**config.mk**
```make
export PLATFORM = sky130hd
export DESIGN_NAME = tuple_merger
export DESIGN_NICKNAME = d
export VERILOG_FILES = /design/src/hdl/merge_pkg.sv /design/src/hdl/merge_issue_if.sv /design/src/hdl/merge_select.sv /design/src/hdl/bitonic_merge.sv /design/src/hdl/merge_result.sv /design/src/hdl/tuple_merger.sv
export SDC_FILE = /design/constraint.sdc
export NUM_CORES = 2
export LEC_CHECK = 0
export ABC_AREA = 1
export BUFFER_PORTS_ARGS = -buffer_cell sky130_fd_sc_hd__buf_2
export CORE_MARGIN = 2
export CORE_UTILIZATION = 45
export CTS_CLUSTER_SIZE = 12
export DETAILED_ROUTE_END_ITERATION = 10
export SLEW_MARGIN = 20
export SYNTH_ARGS = -nofsm -noshare
export SYNTH_HDL_FRONTEND = slang
export SYNTH_SLANG_ARGS = --single-unit
```
**constraint.sdc**
```tcl
create_clock -name i_clk -period 7.29 [get_ports i_clk]
set_clock_uncertainty 0.2 [all_clocks]
set_input_delay 0.729 -clock i_clk [delete_from_list [all_inputs] [get_ports i_clk]]
set_output_delay 0.729 -clock i_clk [all_outputs]
set_load 0.02 [all_outputs]
```
**src/hdl/merge_pkg.sv**
```systemverilog
package merge_pkg;

   // Default record geometry. The low KEY_W bits of a record are its key.
   localparam int DATA_W  = 32;
   localparam int KEY_W   = 16;
   localparam int TUPLE_E = 4;

   typedef logic [DATA_W-1:0]         record_t;
   typedef logic [TUPLE_E*DATA_W-1:0] tuple_t;

   typedef enum logic [1:0] {
      SEL_FIRST = 2'd0,
      SEL_RUN   = 2'd1,
      SEL_FLUSH = 2'd2
   } select_state_t;

   typedef enum logic {
      EMIT_MERGE = 1'b0,
      EMIT_TERM  = 1'b1
   } emit_state_t;

endpackage

```
**src/hdl/merge_issue_if.sv**
```systemverilog
`timescale 1ns/10ps

interface merge_issue_if #(
   parameter int P_DATA_W  = merge_pkg::DATA_W,
   parameter int P_TUPLE_E = merge_pkg::TUPLE_E
) ();

   // One-cycle strobe, never held.
   logic                          valid;
   logic [P_TUPLE_E*P_DATA_W-1:0] tuple;
   // Opening tuple of a run.
   logic                          first;
   // Both runs ended, no tuple attached.
   logic                          flush;

   modport sel (
      output valid,
      output tuple,
      output first,
      output flush
   );

   modport net (
      input valid,
      input tuple,
      input first,
      input flush
   );

endinterface

```
**src/hdl/merge_select.sv**
```systemverilog
`timescale 1ns/10ps

module merge_select #(
   parameter int P_DATA_W  = merge_pkg::DATA_W,
   parameter int P_KEY_W   = merge_pkg::KEY_W,
   parameter int P_TUPLE_E = merge_pkg::TUPLE_E
) (
   input  logic                          i_clk,
   input  logic                          i_rst_n,
   input  logic [P_TUPLE_E*P_DATA_W-1:0] i_a_data,
   input  logic [P_TUPLE_E*P_DATA_W-1:0] i_b_data,
   input  logic                          i_a_empty,
   input  logic                          i_b_empty,
   input  logic                          i_room,
   output logic                          o_a_read,
   output logic                          o_b_read,
   merge_issue_if.sel                    issue
);
   import merge_pkg::*;

   select_state_t     state;
   logic              a_term;
   logic              b_term;
   logic [P_KEY_W-1:0] a_key;
   logic [P_KEY_W-1:0] b_key;
   logic              can_pick;
   logic              take_a;
   logic              take_b;
   logic              end_runs;

   // A zero smallest record marks a terminator tuple.
   assign a_term = (i_a_data[P_DATA_W-1:0] == '0);
   assign b_term = (i_b_data[P_DATA_W-1:0] == '0);
   assign a_key  = i_a_data[P_KEY_W-1:0];
   assign b_key  = i_b_data[P_KEY_W-1:0];

   // Both heads are needed before any choice can be made.
   assign can_pick = i_room && (state != SEL_FLUSH) && !i_a_empty && !i_b_empty;
   assign end_runs = can_pick && a_term && b_term;
   assign take_a   = can_pick && !a_term && (b_term || (a_key <= b_key));
   assign take_b   = can_pick && !b_term && (a_term || (a_key > b_key));

   assign o_a_read = take_a || end_runs;
   assign o_b_read = take_b || end_runs;

   always_ff @(posedge i_clk or negedge i_rst_n) begin
      if (!i_rst_n) begin
         state       <= SEL_FIRST;
         issue.valid <= 1'b0;
         issue.first <= 1'b0;
         issue.flush <= 1'b0;
      end else begin
         issue.valid <= take_a || take_b || end_runs;
         issue.first <= (state == SEL_FIRST);
         issue.flush <= end_runs;
         case (state)
            SEL_FIRST: begin
               if (end_runs) begin
                  state <= SEL_FLUSH;
               end else if (take_a || take_b) begin
                  state <= SEL_RUN;
               end
            end
            SEL_RUN: begin
               if (end_runs) begin
                  state <= SEL_FLUSH;
               end
            end
            // Flush is on the interface this cycle.
            SEL_FLUSH: state <= SEL_FIRST;
            default:   state <= SEL_FIRST;
         endcase
      end
   end

   always_ff @(posedge i_clk) begin
      if (take_a) begin
         issue.tuple <= i_a_data;
      end else if (take_b) begin
         issue.tuple <= i_b_data;
      end
   end

endmodule

```
**src/hdl/bitonic_merge.sv**
```systemverilog
`timescale 1ns/10ps

module bitonic_merge #(
   parameter int P_DATA_W  = merge_pkg::DATA_W,
   parameter int P_KEY_W   = merge_pkg::KEY_W,
   parameter int P_TUPLE_E = merge_pkg::TUPLE_E
) (
   input  logic                          i_clk,
   input  logic                          i_rst_n,
   merge_issue_if.net                    issue,
   output logic                          o_wr,
   output logic [P_TUPLE_E*P_DATA_W-1:0] o_wr_tuple
);
   import merge_pkg::*;

   localparam int LANES  = 2 * P_TUPLE_E;
   localparam int LAYERS = $clog2(LANES);

   emit_state_t                   state;
   logic [P_TUPLE_E*P_DATA_W-1:0] carry;
   logic [P_TUPLE_E*P_DATA_W-1:0] merged_low;
   logic [P_TUPLE_E*P_DATA_W-1:0] merged_high;
   logic [P_DATA_W-1:0]           lane [0:LAYERS][0:LANES-1];

   // Carry ascending in the low lanes, new tuple reversed above it.
   for (genvar i = 0; i < P_TUPLE_E; i++) begin : g_load
      assign lane[0][i]             = carry[i*P_DATA_W +: P_DATA_W];
      assign lane[0][P_TUPLE_E + i] = issue.tuple[(P_TUPLE_E-1-i)*P_DATA_W +: P_DATA_W];
   end

   // Half-cleaner layers, distance E down to 1.
   for (genvar l = 0; l < LAYERS; l++) begin : g_layer
      localparam int D = P_TUPLE_E >> l;
      for (genvar j = 0; j < LANES; j++) begin : g_lane
         if (((j / D) % 2) == 0) begin : g_min
            assign lane[l+1][j] =
               (lane[l][j][P_KEY_W-1:0] > lane[l][j+D][P_KEY_W-1:0]) ?
               lane[l][j+D] : lane[l][j];
         end else begin : g_max
            assign lane[l+1][j] =
               (lane[l][j-D][P_KEY_W-1:0] > lane[l][j][P_KEY_W-1:0]) ?
               lane[l][j-D] : lane[l][j];
         end
      end
   end

   for (genvar i = 0; i < P_TUPLE_E; i++) begin : g_unload
      assign merged_low[i*P_DATA_W +: P_DATA_W]  = lane[LAYERS][i];
      assign merged_high[i*P_DATA_W +: P_DATA_W] = lane[LAYERS][P_TUPLE_E + i];
   end

   always_ff @(posedge i_clk or negedge i_rst_n) begin
      if (!i_rst_n) begin
         state <= EMIT_MERGE;
         o_wr  <= 1'b0;
      end else begin
         o_wr <= 1'b0;
         case (state)
            EMIT_MERGE: begin
               if (issue.valid) begin
                  // Nothing is written for a first tuple or an empty pair of runs.
                  o_wr <= !issue.first;
                  if (issue.flush) begin
                     state <= EMIT_TERM;
                  end
               end
            end
            EMIT_TERM: begin
               o_wr  <= 1'b1;
               state <= EMIT_MERGE;
            end
            default: state <= EMIT_MERGE;
         endcase
      end
   end

   always_ff @(posedge i_clk) begin
      if (state == EMIT_TERM) begin
         o_wr_tuple <= '0;
      end else if (issue.valid) begin
         if (issue.flush) begin
            o_wr_tuple <= carry;
         end else if (issue.first) begin
            carry <= issue.tuple;
         end else begin
            o_wr_tuple <= merged_low;
            carry      <= merged_high;
         end
      end
   end

endmodule

```
**src/hdl/merge_result.sv**
```systemverilog
`timescale 1ns/10ps

module merge_result #(
   parameter int P_DATA_W  = merge_pkg::DATA_W,
   parameter int P_TUPLE_E = merge_pkg::TUPLE_E
) (
   input  logic                          i_clk,
   input  logic                          i_rst_n,
   input  logic                          i_wr,
   input  logic [P_TUPLE_E*P_DATA_W-1:0] i_wr_tuple,
   input  logic                          i_out_ready,
   output logic                          o_room,
   output logic                          o_out_write,
   output logic [P_TUPLE_E*P_DATA_W-1:0] o_out_data
);

   localparam int DEPTH    = 8;
   localparam int ROOM_MIN = 4;
   localparam int PTR_W    = $clog2(DEPTH);

   logic [P_TUPLE_E*P_DATA_W-1:0] mem [DEPTH];
   logic [PTR_W-1:0]              wr_ptr;
   logic [PTR_W-1:0]              rd_ptr;
   logic [PTR_W:0]                count;
   logic                          ready_q;
   logic                          rd_en;

   assign rd_en       = ready_q && (count != '0);
   assign o_out_write = rd_en;
   assign o_out_data  = mem[rd_ptr];

   // Enough free slots for every tuple that may still be in flight.
   assign o_room = (count <= (PTR_W+1)'(DEPTH - ROOM_MIN));

   always_ff @(posedge i_clk or negedge i_rst_n) begin
      if (!i_rst_n) begin
         ready_q <= 1'b0;
         wr_ptr  <= '0;
         rd_ptr  <= '0;
         count   <= '0;
      end else begin
         ready_q <= i_out_ready;
         if (i_wr) begin
            wr_ptr <= wr_ptr + 1'b1;
         end
         if (rd_en) begin
            rd_ptr <= rd_ptr + 1'b1;
         end
         case ({i_wr, rd_en})
            2'b10:   count <= count + 1'b1;
            2'b01:   count <= count - 1'b1;
            default: count <= count;
         endcase
      end
   end

   always_ff @(posedge i_clk) begin
      if (i_wr) begin
         mem[wr_ptr] <= i_wr_tuple;
      end
   end

endmodule

```
**src/hdl/tuple_merger.sv**
```systemverilog
`timescale 1ns/10ps

module tuple_merger #(
   parameter int P_DATA_W  = merge_pkg::DATA_W,
   parameter int P_KEY_W   = merge_pkg::KEY_W,
   parameter int P_TUPLE_E = merge_pkg::TUPLE_E
) (
   input  logic                          i_clk,
   input  logic                          i_rst_n,
   input  logic [P_TUPLE_E*P_DATA_W-1:0] i_a_data,
   input  logic [P_TUPLE_E*P_DATA_W-1:0] i_b_data,
   input  logic                          i_a_empty,
   input  logic                          i_b_empty,
   output logic                          o_a_read,
   output logic                          o_b_read,
   input  logic                          i_out_ready,
   output logic                          o_out_write,
   output logic [P_TUPLE_E*P_DATA_W-1:0] o_out_data
);

   logic                          room;
   logic                          wr;
   logic [P_TUPLE_E*P_DATA_W-1:0] wr_tuple;

   merge_issue_if #(
      .P_DATA_W  (P_DATA_W),
      .P_TUPLE_E (P_TUPLE_E)
   ) issue_if ();

   // Decode.
   merge_select #(
      .P_DATA_W  (P_DATA_W),
      .P_KEY_W   (P_KEY_W),
      .P_TUPLE_E (P_TUPLE_E)
   ) select0 (
      .i_clk     (i_clk),
      .i_rst_n   (i_rst_n),
      .i_a_data  (i_a_data),
      .i_b_data  (i_b_data),
      .i_a_empty (i_a_empty),
      .i_b_empty (i_b_empty),
      .i_room    (room),
      .o_a_read  (o_a_read),
      .o_b_read  (o_b_read),
      .issue     (issue_if.sel)
   );

   // Execute.
   bitonic_merge #(
      .P_DATA_W  (P_DATA_W),
      .P_KEY_W   (P_KEY_W),
      .P_TUPLE_E (P_TUPLE_E)
   ) merge0 (
      .i_clk      (i_clk),
      .i_rst_n    (i_rst_n),
      .issue      (issue_if.net),
      .o_wr       (wr),
      .o_wr_tuple (wr_tuple)
   );

   // Result buffering.
   merge_result #(
      .P_DATA_W  (P_DATA_W),
      .P_TUPLE_E (P_TUPLE_E)
   ) result0 (
      .i_clk       (i_clk),
      .i_rst_n     (i_rst_n),
      .i_wr        (wr),
      .i_wr_tuple  (wr_tuple),
      .i_out_ready (i_out_ready),
      .o_room      (room),
      .o_out_write (o_out_write),
      .o_out_data  (o_out_data)
   );

endmodule

```
# [Word-level counts from Yosys, hierarchy flattened]
# Memories as Yosys holds them, arrays and structs flattened.
# Index checks and enable logic that the tools add are counted.
[word_totals] ff_bits=402 ramBits=1024 inputBits=261 out_inout_bits=131 word_cells=113 n_memories=1
[classes] n_addsub=4 magnitude_cmp=15 eq_ne=7 muxes=41 n_bitwise=2 reduce_logical=30
[mem_list] name="result0.mem" words=8 word_bits=128 rd=1 rd_clocked_by_memory_dff=0 wr=1 line="merge_result.sv:21" rtl="logic [P_TUPLE_E*P_DATA_W-1:0] mem [DEPTH];"
[ops] cell="$mux W32" count=24
[ops] cell="$mux W128" count=5
[ops] cell="$gt A16 B16 Y1" count=13
[ops] cell="$logic_not A32 Y1" count=2
[ops] cell="$le A16 B16 Y1" count=1
[ops] cell="$logic_and A1 B1 Y1" count=10
[ops] cell="$pmux W4 S2" count=1
[ops] cell="$add A3 B1 Y3 const B" count=2
[ops] cell="$logic_or A1 B1 Y1" count=6
[ops] cell="$mux W2" count=3
[ops] cell="$logic_not A1 Y1" count=5
[ops] cell="$mux W1" count=5
[ops] cell="$add A4 B1 Y4 const B" count=1
[ops] cell="$eq A2 B1 Y1 const B" count=2
[ops] cell="$le A4 B3 Y1 const B" count=1
[ops] cell="$ne A2 B2 Y1 const B" count=2
[ops] cell="$pmux W1 S2" count=2
[ops] cell="$pmux W2 S2" count=1
[ops] cell="$reduce_and A2 Y1" count=2
[ops] cell="$reduce_bool A2 Y1" count=2
[ops] cell="$reduce_bool A4 Y1" count=1
[ops] cell="$sub A4 B1 Y4 const B" count=1
[ops] cell="$ne A3 B1 Y1 const B" count=1
[ops] cell="$reduce_and A3 Y1" count=1
[ops] cell="4 further kinds" count=5

# [Longest topological paths before layout]
[logic_depth] word_depth=10 depth_mapped=45

# [By module]
# A second synthesis with hierarchy kept.
[unflattened] cells_unflattened=7976 area_unflattened_um2=72080.4
[by_module_without_submodules] mod="merge_result" n_inst=1 cells_each=3225 area_each_um2=40547.6 seq_area_each_um2=31024.8
[by_module_without_submodules] mod="bitonic_merge" n_inst=1 cells_each=4048 area_each_um2=24950.2 seq_area_each_um2=6456.2
[by_module_without_submodules] mod="merge_select" n_inst=1 cells_each=703 area_each_um2=6582.6 seq_area_each_um2=3968.8

# [Worst setup path before layout]
# Ideal clock, no wire load.
[synth_path] path_type="register to register" startpoint="reg merge0.o_wr" endpoint="mem result0.mem[0][0] (netlist name) (enable)" setup_time_ns=0.617 arrival_ns=6.080 t_required_ns=6.473 setup_slack_ns=0.393 path_stages_with_launch=4 n_path_buf=0 synth_period_minus_slack_ns=6.897 path_cell_list="dfrtp_1 inv_1 or2_2 nor2_1"
[synth_via] elab_chain_len=2
[synth_lines] element="start, declared" line="bitonic_merge.sv:11" rtl="output logic o_wr,"
[synth_lines] element="start signal, assigned" line="bitonic_merge.sv:62" rtl="o_wr <= !issue.first;"
[synth_lines] element="$mux W1" line="merge_result.sv:58" rtl="if (i_wr) begin"
[synth_lines] element="$mux W1 (implied by the code)" line="merge_result.sv:59" rtl="mem[wr_ptr] <= i_wr_tuple;"
[synth_lines] element="end, declared" line="merge_result.sv:21"
# No other way between the ends.

# [Worst setup path in the final report]
[layout_path] startpoint="reg select0.issue.tuple[33]" endpoint="reg merge0.carry[105] (data pin)"
[layout_via] elab_chain_len=7
[layout_lines] element="start, declared" line="merge_issue_if.sv:18" rtl="output tuple,"
[layout_lines] element="start signal, assigned" line="merge_select.sv:78" rtl="issue.tuple <= i_a_data;"
[layout_lines] element="start signal, assigned" line="merge_select.sv:80" rtl="issue.tuple <= i_b_data;"
[layout_lines] element="$gt A16 B16 Y1" line="bitonic_merge.sv:41" rtl="(lane[l][j-D][P_KEY_W-1:0] > lane[l][j][P_KEY_W-1:0]) ?"
[layout_lines] element="$mux W32 (*)" line="bitonic_merge.sv:41"
[layout_lines] element="$gt A16 B16 Y1" line="bitonic_merge.sv:41"
[layout_lines] element="$mux W32 (*)" line="bitonic_merge.sv:41"
[layout_lines] element="$gt A16 B16 Y1" line="bitonic_merge.sv:41"
[layout_lines] element="$mux W32 (*)" line="bitonic_merge.sv:41"
[layout_lines] element="$mux W128 (*)" line="bitonic_merge.sv:83" rtl="end else if (issue.first) begin"
[layout_lines] element="end signal, assigned" line="bitonic_merge.sv:84" rtl="carry <= issue.tuple;"
[layout_lines] element="end signal, assigned" line="bitonic_merge.sv:87" rtl="carry <= merged_high;"
[layout_lines] element="end, declared" line="bitonic_merge.sv:20" rtl="logic [P_TUPLE_E*P_DATA_W-1:0] carry;"
# Mark *: on every way between the ends. The rest lies on a longest branch, timed or not.
# A chain may end at the register's enable or synchronous reset.

==> run summary <==
status -> finished, final reports clean
Post-synth top flop -> edfxtp_1
crit path time final -> 6.88 ns
crit path kind -> register to register
clk buf depth -> 3
area of the core -> 0.156 sq mm
Fmax -> 145 MHz
Hold Violations, Final -> 0
TritonCTS clock tree -> built
Yosys cell types -> 50
Critical Path Slowest Stage Cell -> o21ai_0
R2R Path End -> merge0.carry[105]
RSZ-0062 raised after global routing -> no
WP data required -> 7.58 ns
synthesized flop and latch total -> 1426
Cell Area, Synth -> 0.0706 sq mm
commonest cells after routing, fill and taps aside -> nand2_1 (1344), edfxtp_1 (1280), nor2_1 (973)
H-Tree Depth -> 4
fin crit share -> 0.943
Slew Limit Fails -> 0
Die Ht -> 400 um
critical path launch point type -> register
Hold Crit Class -> primary input to register
Post-Route WL -> 232000 um
Clock Latency Late Sink -> 0.83 ns
vias per cell -> 5.75
gpl congestion -> 0.974
Site Rows -> 145
# fillers -> 14.0k
R2R depth -> 35
port buffer count -> 391
DIE AREA -> 0.160 sq mm
clk sink count -> 1426
reg2reg start -> select0.issue.tuple[33]
Worst Max-Slew Pin Slew -> 1.23 ns
R2R setup slack -> 0.41 ns
leading cell type in the layout, fill and taps excluded -> nand2_1
layout cells sized above 1 -> 0.126
Multi-input gate area -> 0.0260 sq mm
antenna violations before repair -> 9
fin util -> 0.522
Post-DP Area -> 0.0754 sq mm
CP max FO -> 49
TritonRoute pass-1 iters -> 6
All-Layer GR Usage -> 0.284
Worst Setup SP -> select0.issue.tuple[33]
storage element area -> 0.0415 sq mm
global-route wire length before repair -> 339000 um
Die Wd -> 400 um
worst min-delay path startpoint -> i_a_data[89]
final net count -> 8277
Max-cap violations -> 0
Synth Warn # -> 0
Post-Syn Nets -> 7875
I/O pins -> 392
DR WL/cell -> 23.3 um
Hold Path Depth -> 2
register area share after synthesis -> 0.587
Clk pin slew, worst setup/hold paths -> 0.06 ns
cell mode on critical path -> nand2_1
hpwl dp -> 152000 um
fin area -> 0.0815 sq mm
setup ws final -> 0.414 ns
Syn Inst Count -> 7404
slowest stage delay, CP -> 0.57 ns
DR iter-0 viols -> 6732
slew margin rel. -> 0.179
WP data arrival -> 7.17 ns
synthesized area per cell -> 9.53 sq um
Setup TNS -> 0 ns
global route total overflow -> 0
vias in the first global route -> 52.5k
CP endpoint kind -> register
DRC Markers -> 0
TritonCTS Buffers -> 154
ys async rst share -> 0.0126
Setup Buffers After CTS -> 0
Post-synth EDFFs -> 1280
area added between synthesis and finish -> 15.4%
end point of the critical path -> merge0.carry[105]
Starting Density -> 0.452
largest net degree at the start of global routing -> 208
detailed-route via count -> 57.5k
final setup vio count -> 0
dpl ws -> 0.401 ns
clk root buf -> clkbuf_16
Final ANT Viol Nets -> 0
==> layer usage <==
layer	global-route usage	routed length [um]
met1	0.423	103000
met3	0.0506	20800
met2	0.423	101000
met4	0.0863	7080
met5	0	40
==> per-stage QoR <==
step                cells  hold slack [ns]
floorplan            7404            0.203
global placement     9596            0.214
detailed placement   9596            0.218
CTS                  9982         0.000280
global route         9982           0.0114
finish               9988           0.0340
==> worst max-delay path: cells and delay by family, from the launching register on <==
kind,cells,cell delay (ns)
DFF,1,0.41
buffers and inverters,6,0.89
and+or+nand+nor,18,1.73
adders and majority gates,3,0.89
AOI/OAI and AO/OA,8,2.37
==> logic make-up after synthesis <==
family,Yosys count,share of synthesized area
compound gates,1499,0.113
xor+xnor,6,0.000744
fa+ha+maj,210,0.0373
buf+inv,836,0.0472
flops,1426,0.587
mux,112,0.0179
simple gates,3315,0.196
==> repair_timing <==
item,4_1_cts,5_1_grt
hold endpoints to repair,80,0
endpoints found under the setup margin,0,108
hold buffers,112,0
gates resized for setup,0,6
==> sequential cells by signal, indices dropped and copies added, names as in the netlist <==
name / flops
merge0.carry: 128
merge0.o_wr: 1
merge0.o_wr_tuple: 128
merge0.state: 1
result0.count: 4
result0.mem: 1024
result0.rd_ptr: 3
result0.ready_q: 1
result0.wr_ptr: 3
select0.issue.first: 1
select0.issue.flush: 1
select0.issue.tuple: 128
select0.issue.valid: 1
select0.state: 2
==> Yosys cell counts, types with 3 or more instances <==
master | instances | share of area
inv_1 | 346 | 0.018
buf_2 | 29 | 0.0021
nand3_1 | 875 | 0.062
nand2_2 | 13 | 0.0012
o21a_1 | 19 | 0.0020
a31oi_1 | 132 | 0.012
xor2_1 | 5 | 0.00062
mux2_2 | 112 | 0.018
o221a_2 | 4 | 0.00064
nor3_1 | 8 | 0.00057
dfxtp_1 | 128 | 0.036
o21ai_1 | 48 | 0.0034
o21ai_2 | 4 | 0.00050
o221ai_1 | 5 | 0.00062
clkbuf_1 | 370 | 0.020
nor3_2 | 3 | 0.00043
nor2_1 | 982 | 0.052
ha_1 | 209 | 0.037
buf_1 | 52 | 0.0028
nor4_1 | 18 | 0.0016
dfrtp_1 | 18 | 0.0064
edfxtp_1 | 1280 | 0.54
buf_4 | 18 | 0.0019
nand4_1 | 13 | 0.0012
nand2_1 | 1346 | 0.072
inv_2 | 6 | 0.00032
o22ai_1 | 128 | 0.011
and2_1 | 48 | 0.0043
a21oi_1 | 354 | 0.025
buf_6 | 12 | 0.0019
a211oi_1 | 12 | 0.0013
o21ai_0 | 779 | 0.055
==> how the worst min path moves through the flow <==
stage                         endpoint  slack [ns]
2_1_floorplan      select0.issue.first        0.20
3_3_place_gp       select0.issue.first        0.21
3_5_place_dp       select0.issue.first        0.22
4_1_cts        select0.issue.tuple[27]      0.0003
5_1_grt        select0.issue.tuple[89]        0.01
6_report       select0.issue.tuple[89]        0.03
==> cell type report <==
class | instances | share of cell area
Inverter | 355 | 0.0168
Antenna cell | 6 | 0.000184
Sequential cell | 1426 | 0.509
Timing Repair Buffer | 727 | 0.0629
Clock buffer | 216 | 0.0515
Multi-Input combinational cell | 5142 | 0.319
Tap cell | 2058 | 0.0316
Clock inverter | 58 | 0.00935
Power is left out: the tool's default activity adds up to more than one toggle a clock period on the data nets, which glitch-free logic cannot reach.
